`src/source/smpc_pkg.sv`:
```
package smpc_pkg;

	localparam int OREG_AW = 5;
	localparam int DATA_W  = 8;

	localparam logic [OREG_AW-1:0] OREG_RESULT_IDX = 5'd31;	// Command code echo
	localparam logic [OREG_AW-1:0] OREG_STATUS_IDX = 5'd10;	// System status byte

	typedef enum logic [DATA_W-1:0] {
		MSHON   = 8'h00,
		SSHON   = 8'h02,
		SSHOFF  = 8'h03,
		SNDON   = 8'h06,
		SNDOFF  = 8'h07,
		CDON    = 8'h08,
		CDOFF   = 8'h09,
		SYSRES  = 8'h0D,
		NMIREQ  = 8'h18,
		RESENAB = 8'h19,
		RESDISA = 8'h1A
	} cmd_e;

	// Host bus to FSM, ready returns on its own wire
	typedef struct packed {
		logic              valid;
		logic [DATA_W-1:0] code;
	} cmd_req_t;

	// All active low
	typedef struct packed {
		logic mshres_n;
		logic mshnmi_n;
		logic sshres_n;
		logic sshnmi_n;
		logic sysres_n;
		logic sndres_n;
		logic cdres_n;
	} reset_lines_t;

	typedef struct packed {
		logic               we;
		logic [OREG_AW-1:0] addr;
		logic [DATA_W-1:0]  data;
	} oreg_wr_t;

	typedef enum logic [4:0] {
		IDLE  = 5'b00001,
		START = 5'b00010,
		WAIT  = 5'b00100,
		EXEC  = 5'b01000,
		END   = 5'b10000
	} cmd_state_e;

endpackage

```
`src/source/smpc_host_bus.sv`:
```
`timescale 1ns/1ps

module smpc_host_bus (
	input  logic                          CLK,
	input  logic                          RST_N,
	input  logic                          CE,
	input  logic [6:1]                    a,
	input  logic [smpc_pkg::DATA_W-1:0]   di,
	input  logic                          cs_n,
	input  logic                          rw_n,
	input  logic                          cmd_ready,
	input  logic                          sf_clear,
	input  logic [smpc_pkg::DATA_W-1:0]   oreg_q,
	output smpc_pkg::cmd_req_t            cmd_req,
	output logic [smpc_pkg::OREG_AW-1:0]  oreg_raddr,
	output logic [smpc_pkg::DATA_W-1:0]   dout
);

	localparam logic [6:0] ADDR_COMREG  = 7'h1F;
	localparam logic [6:0] ADDR_SF      = 7'h63;
	localparam logic [6:0] ADDR_OREG_LO = 7'h21;
	localparam logic [6:0] ADDR_OREG_HI = 7'h5F;

	logic [6:0] addr;
	logic [5:0] oreg_off;
	logic       cs_n_old;
	logic       rw_n_old;
	logic       wr_edge;
	logic       rd_edge;
	logic       sf;

	assign addr       = {a, 1'b1};	// Odd byte lane only
	assign oreg_off   = a - 6'h10;
	assign oreg_raddr = oreg_off[smpc_pkg::OREG_AW-1:0];

	assign wr_edge = !rw_n && rw_n_old && !cs_n;
	assign rd_edge = !cs_n && cs_n_old && rw_n;

	always_ff @(posedge CLK or negedge RST_N) begin
		if (!RST_N) begin
			cs_n_old <= 1'b1;
			rw_n_old <= 1'b1;
			cmd_req  <= '0;
			sf       <= 1'b0;
			dout     <= '0;
		end else if (CE) begin
			cs_n_old <= cs_n;
			rw_n_old <= rw_n;

			if (cmd_req.valid && cmd_ready)
				cmd_req.valid <= 1'b0;	// Handed to FSM

			if (sf_clear)
				sf <= 1'b0;

			// A write in the handshake cycle still leaves a new pending code
			if (wr_edge) begin
				case (addr)
					ADDR_COMREG: begin
						cmd_req.code  <= di;	// Last write wins
						cmd_req.valid <= 1'b1;
					end
					ADDR_SF: begin
						if (di[0])
							sf <= 1'b1;
					end
					default: ;
				endcase
			end

			if (rd_edge) begin
				if (addr >= ADDR_OREG_LO && addr <= ADDR_OREG_HI)
					dout <= oreg_q;
				else if (addr == ADDR_SF)
					dout <= {{(smpc_pkg::DATA_W-1){1'b0}}, sf};
				else
					dout <= '0;
			end
		end
	end

endmodule

```
`src/source/smpc_cmd_fsm.sv`:
```
`timescale 1ns/1ps

module smpc_cmd_fsm (
	input  logic                         CLK,
	input  logic                         RST_N,
	input  logic                         CE,
	input  smpc_pkg::cmd_req_t           cmd_req,
	input  logic                         timer_done,
	input  logic [smpc_pkg::DATA_W-1:0]  status_byte,
	output logic                         cmd_ready,
	output logic                         timer_start,
	output logic [smpc_pkg::DATA_W-1:0]  cmd_code,
	output logic                         cmd_apply,
	output logic                         cmd_release,
	output logic                         sf_clear,
	output smpc_pkg::oreg_wr_t           oreg_wr
);

	smpc_pkg::cmd_state_e state;
	smpc_pkg::cmd_state_e state_next;

	always_comb begin
		state_next = state;
		case (state)
			smpc_pkg::IDLE: begin
				if (cmd_req.valid)
					state_next = smpc_pkg::START;
			end
			smpc_pkg::START: state_next = smpc_pkg::WAIT;
			smpc_pkg::WAIT: begin
				if (timer_done)
					state_next = smpc_pkg::EXEC;
			end
			smpc_pkg::EXEC: state_next = smpc_pkg::END;
			smpc_pkg::END:  state_next = smpc_pkg::IDLE;
			default:        state_next = smpc_pkg::IDLE;
		endcase
	end

	always_ff @(posedge CLK or negedge RST_N) begin
		if (!RST_N)
			state <= smpc_pkg::IDLE;
		else if (CE)
			state <= state_next;
	end

	// Code held for the whole sequence
	always_ff @(posedge CLK) begin
		if (CE && cmd_req.valid && cmd_ready)
			cmd_code <= cmd_req.code;
	end

	assign cmd_ready   = (state == smpc_pkg::IDLE);
	assign timer_start = (state == smpc_pkg::START);
	assign cmd_apply   = (state == smpc_pkg::EXEC);
	assign sf_clear    = (state == smpc_pkg::EXEC);
	assign cmd_release = (state == smpc_pkg::END);

	always_comb begin
		oreg_wr = '0;
		if (state == smpc_pkg::EXEC) begin
			oreg_wr.we   = 1'b1;
			oreg_wr.addr = smpc_pkg::OREG_RESULT_IDX;
			oreg_wr.data = cmd_code;
		end else if (state == smpc_pkg::END) begin
			oreg_wr.we   = 1'b1;
			oreg_wr.addr = smpc_pkg::OREG_STATUS_IDX;
			oreg_wr.data = status_byte;	// Lines after apply, before release
		end
	end

endmodule

```
`src/source/smpc_wait_timer.sv`:
```
`timescale 1ns/1ps

module smpc_wait_timer #(
	parameter int WAIT_DIV = 1
) (
	input  logic                         CLK,
	input  logic                         RST_N,
	input  logic                         CE,
	input  logic                         timer_start,
	input  logic [smpc_pkg::DATA_W-1:0]  cmd_code,
	output logic                         timer_done
);

	localparam int MAX_WAIT = 400;
	localparam int CNT_W    = $clog2(MAX_WAIT * WAIT_DIV + 1);

	logic [CNT_W-1:0] count;
	logic [CNT_W-1:0] load_val;

	function automatic logic [8:0] wait_len(input logic [smpc_pkg::DATA_W-1:0] code);
		case (code)
			smpc_pkg::MSHON, smpc_pkg::SSHON, smpc_pkg::SSHOFF,
			smpc_pkg::SNDON, smpc_pkg::SNDOFF:                     wait_len = 9'd120;
			smpc_pkg::CDON, smpc_pkg::CDOFF:                       wait_len = 9'd159;
			smpc_pkg::SYSRES:                                      wait_len = 9'(MAX_WAIT);
			smpc_pkg::NMIREQ, smpc_pkg::RESENAB, smpc_pkg::RESDISA: wait_len = 9'd127;
			default:                                               wait_len = 9'd0;
		endcase
	endfunction

	assign load_val = CNT_W'(wait_len(cmd_code)) * CNT_W'(WAIT_DIV);

	always_ff @(posedge CLK or negedge RST_N) begin
		if (!RST_N)
			count <= '0;
		else if (CE) begin
			if (timer_start)
				count <= load_val;
			else if (count != '0)
				count <= count - 1'b1;
		end
	end

	assign timer_done = (count == '0);

endmodule

```
`src/source/smpc_reset_ctrl.sv`:
```
`timescale 1ns/1ps

module smpc_reset_ctrl (
	input  logic                         CLK,
	input  logic                         RST_N,
	input  logic                         CE,
	input  logic                         MRES_N,
	input  logic [smpc_pkg::DATA_W-1:0]  cmd_code,
	input  logic                         cmd_apply,
	input  logic                         cmd_release,
	output smpc_pkg::reset_lines_t       lines,
	output logic [smpc_pkg::DATA_W-1:0]  status_byte
);

	// Slave CPU and sound stay in reset after power on
	localparam smpc_pkg::reset_lines_t POWER_ON = '{
		mshres_n: 1'b1,
		mshnmi_n: 1'b1,
		sshres_n: 1'b0,
		sshnmi_n: 1'b1,
		sysres_n: 1'b1,
		sndres_n: 1'b0,
		cdres_n:  1'b1
	};

	logic resd;	// Reset button disable

	always_ff @(posedge CLK or negedge RST_N) begin
		if (!RST_N) begin
			lines <= '0;
			resd  <= 1'b1;
		end else if (!MRES_N) begin
			lines <= POWER_ON;
			resd  <= 1'b1;
		end else if (CE) begin
			if (cmd_apply) begin
				case (cmd_code)
					smpc_pkg::MSHON: begin
						lines.mshres_n <= 1'b1;
						lines.mshnmi_n <= 1'b1;
					end
					smpc_pkg::SSHON: begin
						lines.sshres_n <= 1'b1;
						lines.sshnmi_n <= 1'b1;
					end
					smpc_pkg::SSHOFF: begin
						lines.sshres_n <= 1'b0;
						lines.sshnmi_n <= 1'b1;
					end
					smpc_pkg::SNDON:   lines.sndres_n <= 1'b1;
					smpc_pkg::SNDOFF:  lines.sndres_n <= 1'b0;
					smpc_pkg::CDON:    lines.cdres_n  <= 1'b1;
					smpc_pkg::CDOFF:   lines.cdres_n  <= 1'b0;
					smpc_pkg::SYSRES:  lines <= '0;	// Whole system into reset
					smpc_pkg::NMIREQ:  lines.mshnmi_n <= 1'b0;
					smpc_pkg::RESENAB: resd <= 1'b0;
					smpc_pkg::RESDISA: resd <= 1'b1;
					default: ;
				endcase
			end else if (cmd_release) begin
				case (cmd_code)
					smpc_pkg::SYSRES: lines <= '1;
					smpc_pkg::NMIREQ: lines.mshnmi_n <= 1'b1;	// End of NMI pulse
					default: ;
				endcase
			end
		end
	end

	assign status_byte = {
		resd,
		~lines.cdres_n,
		2'b11,
		~lines.mshnmi_n,
		1'b1,
		~lines.sysres_n,
		~lines.sndres_n
	};

endmodule

```
`src/source/smpc_oreg_ram.sv`:
```
`timescale 1ns/1ps

module smpc_oreg_ram (
	input  logic                         CLK,
	input  smpc_pkg::oreg_wr_t           oreg_wr,
	input  logic [smpc_pkg::OREG_AW-1:0] raddr,
	output logic [smpc_pkg::DATA_W-1:0]  q
);

	localparam int DEPTH = 1 << smpc_pkg::OREG_AW;

	logic [smpc_pkg::DATA_W-1:0] mem [DEPTH];

	always_ff @(posedge CLK) begin
		if (oreg_wr.we)
			mem[oreg_wr.addr] <= oreg_wr.data;
	end

	assign q = mem[raddr];	// Async read for the host

endmodule

```
`src/source/smpc_top.sv`:
```
`timescale 1ns/1ps

module smpc_top #(
	parameter int WAIT_DIV = 1
) (
	input  logic       CLK,
	input  logic       RST_N,
	input  logic       CE,
	input  logic       MRES_N,
	input  logic [6:1] a,
	input  logic [7:0] di,
	input  logic       cs_n,
	input  logic       rw_n,
	output logic [7:0] dout,
	output logic       mshres_n,
	output logic       mshnmi_n,
	output logic       sshres_n,
	output logic       sshnmi_n,
	output logic       sysres_n,
	output logic       sndres_n,
	output logic       cdres_n
);

	smpc_pkg::cmd_req_t            cmd_req;
	smpc_pkg::oreg_wr_t            oreg_wr;
	smpc_pkg::reset_lines_t        lines;
	logic                          cmd_ready;
	logic                          sf_clear;
	logic                          timer_start;
	logic                          timer_done;
	logic                          cmd_apply;
	logic                          cmd_release;
	logic [smpc_pkg::DATA_W-1:0]   cmd_code;
	logic [smpc_pkg::DATA_W-1:0]   status_byte;
	logic [smpc_pkg::DATA_W-1:0]   oreg_q;
	logic [smpc_pkg::OREG_AW-1:0]  oreg_raddr;

	smpc_host_bus u_host_bus (
		.CLK        (CLK),
		.RST_N      (RST_N),
		.CE         (CE),
		.a          (a),
		.di         (di),
		.cs_n       (cs_n),
		.rw_n       (rw_n),
		.cmd_ready  (cmd_ready),
		.sf_clear   (sf_clear),
		.oreg_q     (oreg_q),
		.cmd_req    (cmd_req),
		.oreg_raddr (oreg_raddr),
		.dout       (dout)
	);

	smpc_cmd_fsm u_cmd_fsm (
		.CLK         (CLK),
		.RST_N       (RST_N),
		.CE          (CE),
		.cmd_req     (cmd_req),
		.timer_done  (timer_done),
		.status_byte (status_byte),
		.cmd_ready   (cmd_ready),
		.timer_start (timer_start),
		.cmd_code    (cmd_code),
		.cmd_apply   (cmd_apply),
		.cmd_release (cmd_release),
		.sf_clear    (sf_clear),
		.oreg_wr     (oreg_wr)
	);

	smpc_wait_timer #(
		.WAIT_DIV (WAIT_DIV)
	) u_wait_timer (
		.CLK         (CLK),
		.RST_N       (RST_N),
		.CE          (CE),
		.timer_start (timer_start),
		.cmd_code    (cmd_code),
		.timer_done  (timer_done)
	);

	smpc_reset_ctrl u_reset_ctrl (
		.CLK         (CLK),
		.RST_N       (RST_N),
		.CE          (CE),
		.MRES_N      (MRES_N),
		.cmd_code    (cmd_code),
		.cmd_apply   (cmd_apply),
		.cmd_release (cmd_release),
		.lines       (lines),
		.status_byte (status_byte)
	);

	smpc_oreg_ram u_oreg_ram (
		.CLK     (CLK),
		.oreg_wr (oreg_wr),
		.raddr   (oreg_raddr),
		.q       (oreg_q)
	);

	assign mshres_n = lines.mshres_n;
	assign mshnmi_n = lines.mshnmi_n;
	assign sshres_n = lines.sshres_n;
	assign sshnmi_n = lines.sshnmi_n;
	assign sysres_n = lines.sysres_n;
	assign sndres_n = lines.sndres_n;
	assign cdres_n  = lines.cdres_n;

endmodule

```
`config.mk`:
```
export PLATFORM = sky130hd
export DESIGN_NAME = smpc_top
export DESIGN_NICKNAME = d
export VERILOG_FILES = /design/src/source/smpc_pkg.sv /design/src/source/smpc_host_bus.sv /design/src/source/smpc_cmd_fsm.sv /design/src/source/smpc_wait_timer.sv /design/src/source/smpc_reset_ctrl.sv /design/src/source/smpc_oreg_ram.sv /design/src/source/smpc_top.sv
export SDC_FILE = /design/constraint.sdc
export NUM_CORES = 1
export LEC_CHECK = 0
export ABC_AREA = 1
export BUFFER_PORTS_ARGS = -buffer_cell sky130_fd_sc_hd__buf_2
export CAP_MARGIN = 20
export CORE_MARGIN = 2
export CORE_UTILIZATION = 55
export DETAILED_ROUTE_END_ITERATION = 7
export PLACE_DENSITY_LB_ADDON = 0.08
export RECOVER_POWER = 50
export SKIP_LAST_GASP = 1
export SYNTH_ARGS = -nofsm -noshare
export SYNTH_HDL_FRONTEND = slang
export SYNTH_HIERARCHICAL = 1
export SYNTH_SLANG_ARGS = --single-unit
```
`constraint.sdc`:
```
create_clock -name CLK -period 2.6 [get_ports CLK]
set_clock_uncertainty 0.15 [all_clocks]
set_input_delay 0.26 -clock CLK [delete_from_list [all_inputs] [get_ports CLK]]
set_output_delay 0.26 -clock CLK [all_outputs]
set_load 0.02 [all_outputs]
```
* After elaboration in Yosys (flattened, before gate mapping)
Memories as Yosys holds them, arrays and structs flattened. A register that Yosys moved wholly into a read port is not among the register bits.
Index checks and enable logic that the tools add are counted.
** Storage, ports and cells
- Flip-flop bits (word level) :: 50
- RAM bits :: 256
- Bits in read-only memories :: 288
- Bits of input ports :: 20
- Output and inout port bits :: 15
- Word-level logic and storage cells :: 124
- Memories kept :: 2
** Memories
- (no name shown) :: words 32, bits a word 9, read ports 1, clocked after memory_dff 1, wr ports 0, RTL line smpc_wait_timer.sv:21 : case (code)
- u_oreg_ram.mem :: words 32, bits a word 8, read ports 1, clocked after memory_dff 0, wr ports 1, RTL line smpc_oreg_ram.sv:12 : logic [smpc_pkg::DATA_W-1:0] mem [DEPTH];
** Cells by class
- Add/sub/neg operators :: 2
- $lt $le $gt $ge :: 2
- Equal/unequal tests :: 31
- Muxes and demuxes :: 37
- Bitwise gates (word level) :: 4
- Reduce and logical (&&, ||, !) cells :: 29
** Operators with widths (count)
- $mux 9 :: 5
- $mux 14 :: 2
- $mux 7 :: 4
- $eq 8x4->1 const B :: 3
- $eq 8x5->1 const B :: 3
- $mux 5 :: 4
- $pmux 5 s4 :: 1
- $reduce_and 4->1 :: 5
- $eq 8x2->1 const B :: 2
- $eq 8x3->1 const B :: 2
- $mux 1 :: 14
- $ne 3x1->1 const B :: 4
- $reduce_and 3->1 :: 4
- $pmux 1 s2 :: 5
- $logic_not 9->1 :: 1
- $reduce_bool 9->1 :: 1
- $sub 9x1->9 const B :: 1
- $logic_and 1x1->1 :: 8
- $logic_not 8->1 :: 1
- $mux 8 :: 1
- $ne 4x3->1 const B :: 2
- $ge 7x6->1 const B :: 1
- $le 7x7->1 const B :: 1
- $eq 6x4->1 const B :: 1
- other kinds (18) :: 29

* Longest topological paths before layout
- Word-level depth :: 7
- Depth in mapped cells :: 16
- Gate-level depth less buffers :: 13

* Hierarchy
The synthesis kept the hierarchy.
** By module, submodules not included
- smpc_oreg_ram :: times used 1, cells each 914, area an instance 10626.4 um2
- smpc_host_bus :: times used 1, cells each 115, area an instance 1026.0 um2
- smpc_cmd_fsm :: times used 1, cells each 74, area an instance 726.9 um2
- smpc_reset_ctrl :: times used 1, cells each 112, area an instance 724.4 um2
- smpc_wait_timer :: times used 1, cells each 122, area an instance 719.4 um2

* Least setup slack after synthesis
No wires, ideal clock.
- Path type :: register to register
- From :: reg u_cmd_fsm.state[0]
- To :: mem u_oreg_ram/mem[0][0] (netlist name), enable pin
- Arrival :: 1620 ps
- Setup slack :: 459 ps
- Cell stages (with the launch flop) :: 8
- Clock period less this slack :: 2141 ps
- Cells stage by stage :: dfstp_2 > nor2_2 > nand3_2 > clkinv_4 > buf_4 > inv_1 > nand3_1 > nor2_1
** RTL lines
- start: declaration :: RTL line smpc_cmd_fsm.sv:19 : smpc_pkg::cmd_state_e state;
- start signal: assignment :: RTL line smpc_cmd_fsm.sv:42 : state <= smpc_pkg::IDLE;
- start signal: assignment :: RTL line smpc_cmd_fsm.sv:44 : state <= state_next;
- end: declaration :: RTL line smpc_oreg_ram.sv:12

==> flow_summary.toml <==
[die]
io_pins = 35
core_area_um2 = 24900
rows = 58
die_h_um = 163
start_util = 0.555
die_area_um2 = 26400
dieWidth_um = 163

[logic_synthesis]
synth.distinct_cells = 43
synth_top_area_cell = "edfxtp_1"
synthesis.instances = 1337
synth_edf_count = 264
synth_seq_area_share = 0.650
synth.most_common_cell = "nand2_1"
synth_top_area_frac = 0.573
ys.flop_type = "edfxtp_1"
netlist_area_um2 = 13800
ys_warn_count = 6
async_flop_share = 0.137
syn_avg_cell_area_um2 = 10.3
ys_ff_latch = 306
synth_top_cells_by_area = "edfxtp_1 (57%), nand2_1 (14%), nand3_1 (8.0%)"
synth_common_cells = "nand2_1 (502), edfxtp_1 (264), nand3_1 (222)"

[layout]
antenna_cells = 0
drive_gt1_frac = 0.127
fin_cells = 1782
fill_cells = 2045
layout.nets = 1450
areaGrowthSynthToFinish_pct = 12.7

[clocking]
clk_latency_ps = 510
cts_made_buffers = 35
htree_levels = 2
ctsResizeCount = 0
clock-sinks = 306
clk_path_buf_depth = 3
clk_pin_slew_ps = 50
cts_tree = "done"
cts.root.buffer_cell = "clkbuf_16"

[placed_design]
gp_congestion = 0.846
dp.cells = 1698
dp_hpwl_um = 20700
portBuffers = 34

[critical_path]
worstSetupEndpointType = "flop"
cp-start-kind = "flop"
reg2reg_depth = 5
crit_type = "reg2reg"
cp.required_ps = 2480
critPathMaxFanout = 32
critPathArrivalTime_ps = 2340

[route]
drt_iter0_drc = 1217
postRouteAntennaNets = 0
via_count = 9647
dr.pass1.iters = 5
wl_um = 33300
wl_per_cell_um = 18.7
vias_per_cell = 5.41
drc_errors = 0

[worst_hold_path]
hp-class = "in2reg"
whs_path_depth = 6

[timing]
tns_ps = 0
timing.final.crit_share = 0.948
slew_viol_final = 30
hold_viol = 0
fin_crit_ps = 2460
max_slew_margin = -0.0688
rsz0062_at_grt = "false"
setup_viol = 0
fmax_mhz = 406
tightest_slew_ps = 1600

[run_status]
violations = "capacitance limit, slew limit"
status = "finished with violations"

[global_routing]
overflow = 0
grt_pass1_vias = 9215
antenna_found_initial = 0
grt_max_degree = 63
grt_usage = 0.259
grt_pass1_wl_um = 52200

[flow_run]
drv_cap = 1

[power]
leakage_nw = 6.34
ir_worst_vdd_uv = 616
power.density_nw_per_um2 = 742
==> worst max-delay path, cell delays in order (launching register included) <==
cell	delay, ps
dfstp_2	540
nor2_2	70
nand3_1	170
clkinv_4	220
a22o_1	260
clkbuf_2	540
==> per-stage QoR <==
step	area [µm²]	utilization	power (mW)	setup slack [ps]	hold slack, ps
after floorplan	13800	-	6.74	459	-186
after global placement	14500	0.582	7.09	307	181
after detailed placement	14500	0.582	7.12	296	197
after CTS	15800	0.634	11.7	289	131
after global routing	15600	0.626	12.0	33.4	172
final	15600	0.626	11.6	135	141
==> final timing paths <==
path | slack, ps | endpoint | startpoint
worst max-delay path | 140 | u_oreg_ram/mem[5][7]$_DFFE_PP_ | u_cmd_fsm/state[0]$_DFFE_PN1P_
worst min-delay path | 140 | u_host_bus/dout[0]$_DFFE_PN0P_ | a[6]
worst max register to register | 140 | u_oreg_ram/mem[5][7]$_DFFE_PP_ | u_cmd_fsm/state[0]$_DFFE_PN1P_
worst min register to register | 290 | u_cmd_fsm/cmd_code[2]$_DFFE_PP_ | u_host_bus/cmd_req[2]$_DFFE_PN0P_
max in group asynchronous | 640 | u_reset_ctrl/resd$_DFFE_PN1P_ | RST_N
min in group asynchronous | 540 | u_host_bus/cmd_req[1]$_DFFE_PN0P_ | RST_N
==> cells in the final DEF, fill, tap and decap left out, types with 7 or more instances in the layout <==
cell,instances
buf_4,48
nor2_2,11
clkbuf_1,28
inv_2,9
dlygate4sd3_1,22
nor2_1,73
inv_1,55
nand2_2,13
edfxtp_1,264
nand2_1,503
dfrtp_1,38
a22o_1,8
nand3_1,225
o21ai_0,13
clkinv_2,7
clkbuf_2,7
clkbuf_16,36
nand4_1,13
buf_2,17
==> where the power goes <==
part           internal (mW)  leakage, nW  switching, mW
sequential              5.45         2.97          0.178
combinational          0.443         2.85          0.928
clock                   2.64        0.521           1.92
total                   8.53         6.34           3.03
==> sequential cells by signal, summed over array words and instances, names as in the netlist <==
| name | cells |
|---|---|
| u_oreg_ram/mem | 256 |
| u_cmd_fsm/cmd_code | 8 |
| u_host_bus/cmd_req | 9 |
| u_reset_ctrl/lines | 7 |
| u_wait_timer/count | 9 |
| u_cmd_fsm/state | 5 |
| u_host_bus/sf | 1 |
| u_reset_ctrl/resd | 1 |
| u_host_bus/cs_n_old | 1 |
| u_host_bus/dout | 8 |
| u_host_bus/rw_n_old | 1 |
==> layout make-up <==
cell class / instances / area [µm²] / share of cell area
Clock buffer: 47 / 972 / 0.0624
Clock inverter: 15 / 93.8 / 0.00602
Inverter: 69 / 269 / 0.0173
Multi-Input combinational cell: 896 / 3970 / 0.255
Sequential cell: 306 / 8980 / 0.577
Tap cell: 330 / 413 / 0.0265
Timing Repair Buffer: 119 / 876 / 0.0562
==> cell families (layout without fill, tap and decap cells) <==
kind of cell	Yosys count	in the layout	synth area share
flops	306	306	0.650
simple gates	852	852	0.268
other cells	1	3	0.000271
fa+ha+maj	3	3	0.00272
buf+inv	137	250	0.0577
compound gates	38	38	0.0212
==> metal layers <==
metal / vias up / routed length [µm] / part of all wire / GRT usage
li1: 4681 / - / - / -
met1: 4534 / 14900 / 0.45 / 0.383
met2: 380 / 15300 / 0.46 / 0.406
met3: 52 / 2460 / 0.074 / 0.0413
met4: 0 / 681 / 0.020 / 0.0688
met5: - / 0 / 0 / 0
==> timing repair <==
item | CTS | global route
hold endpoints to repair | 38 | 0
hold buffers | 22 | 0
buffers inserted | 0 | 0
Power figures use the tool's default switching activity.
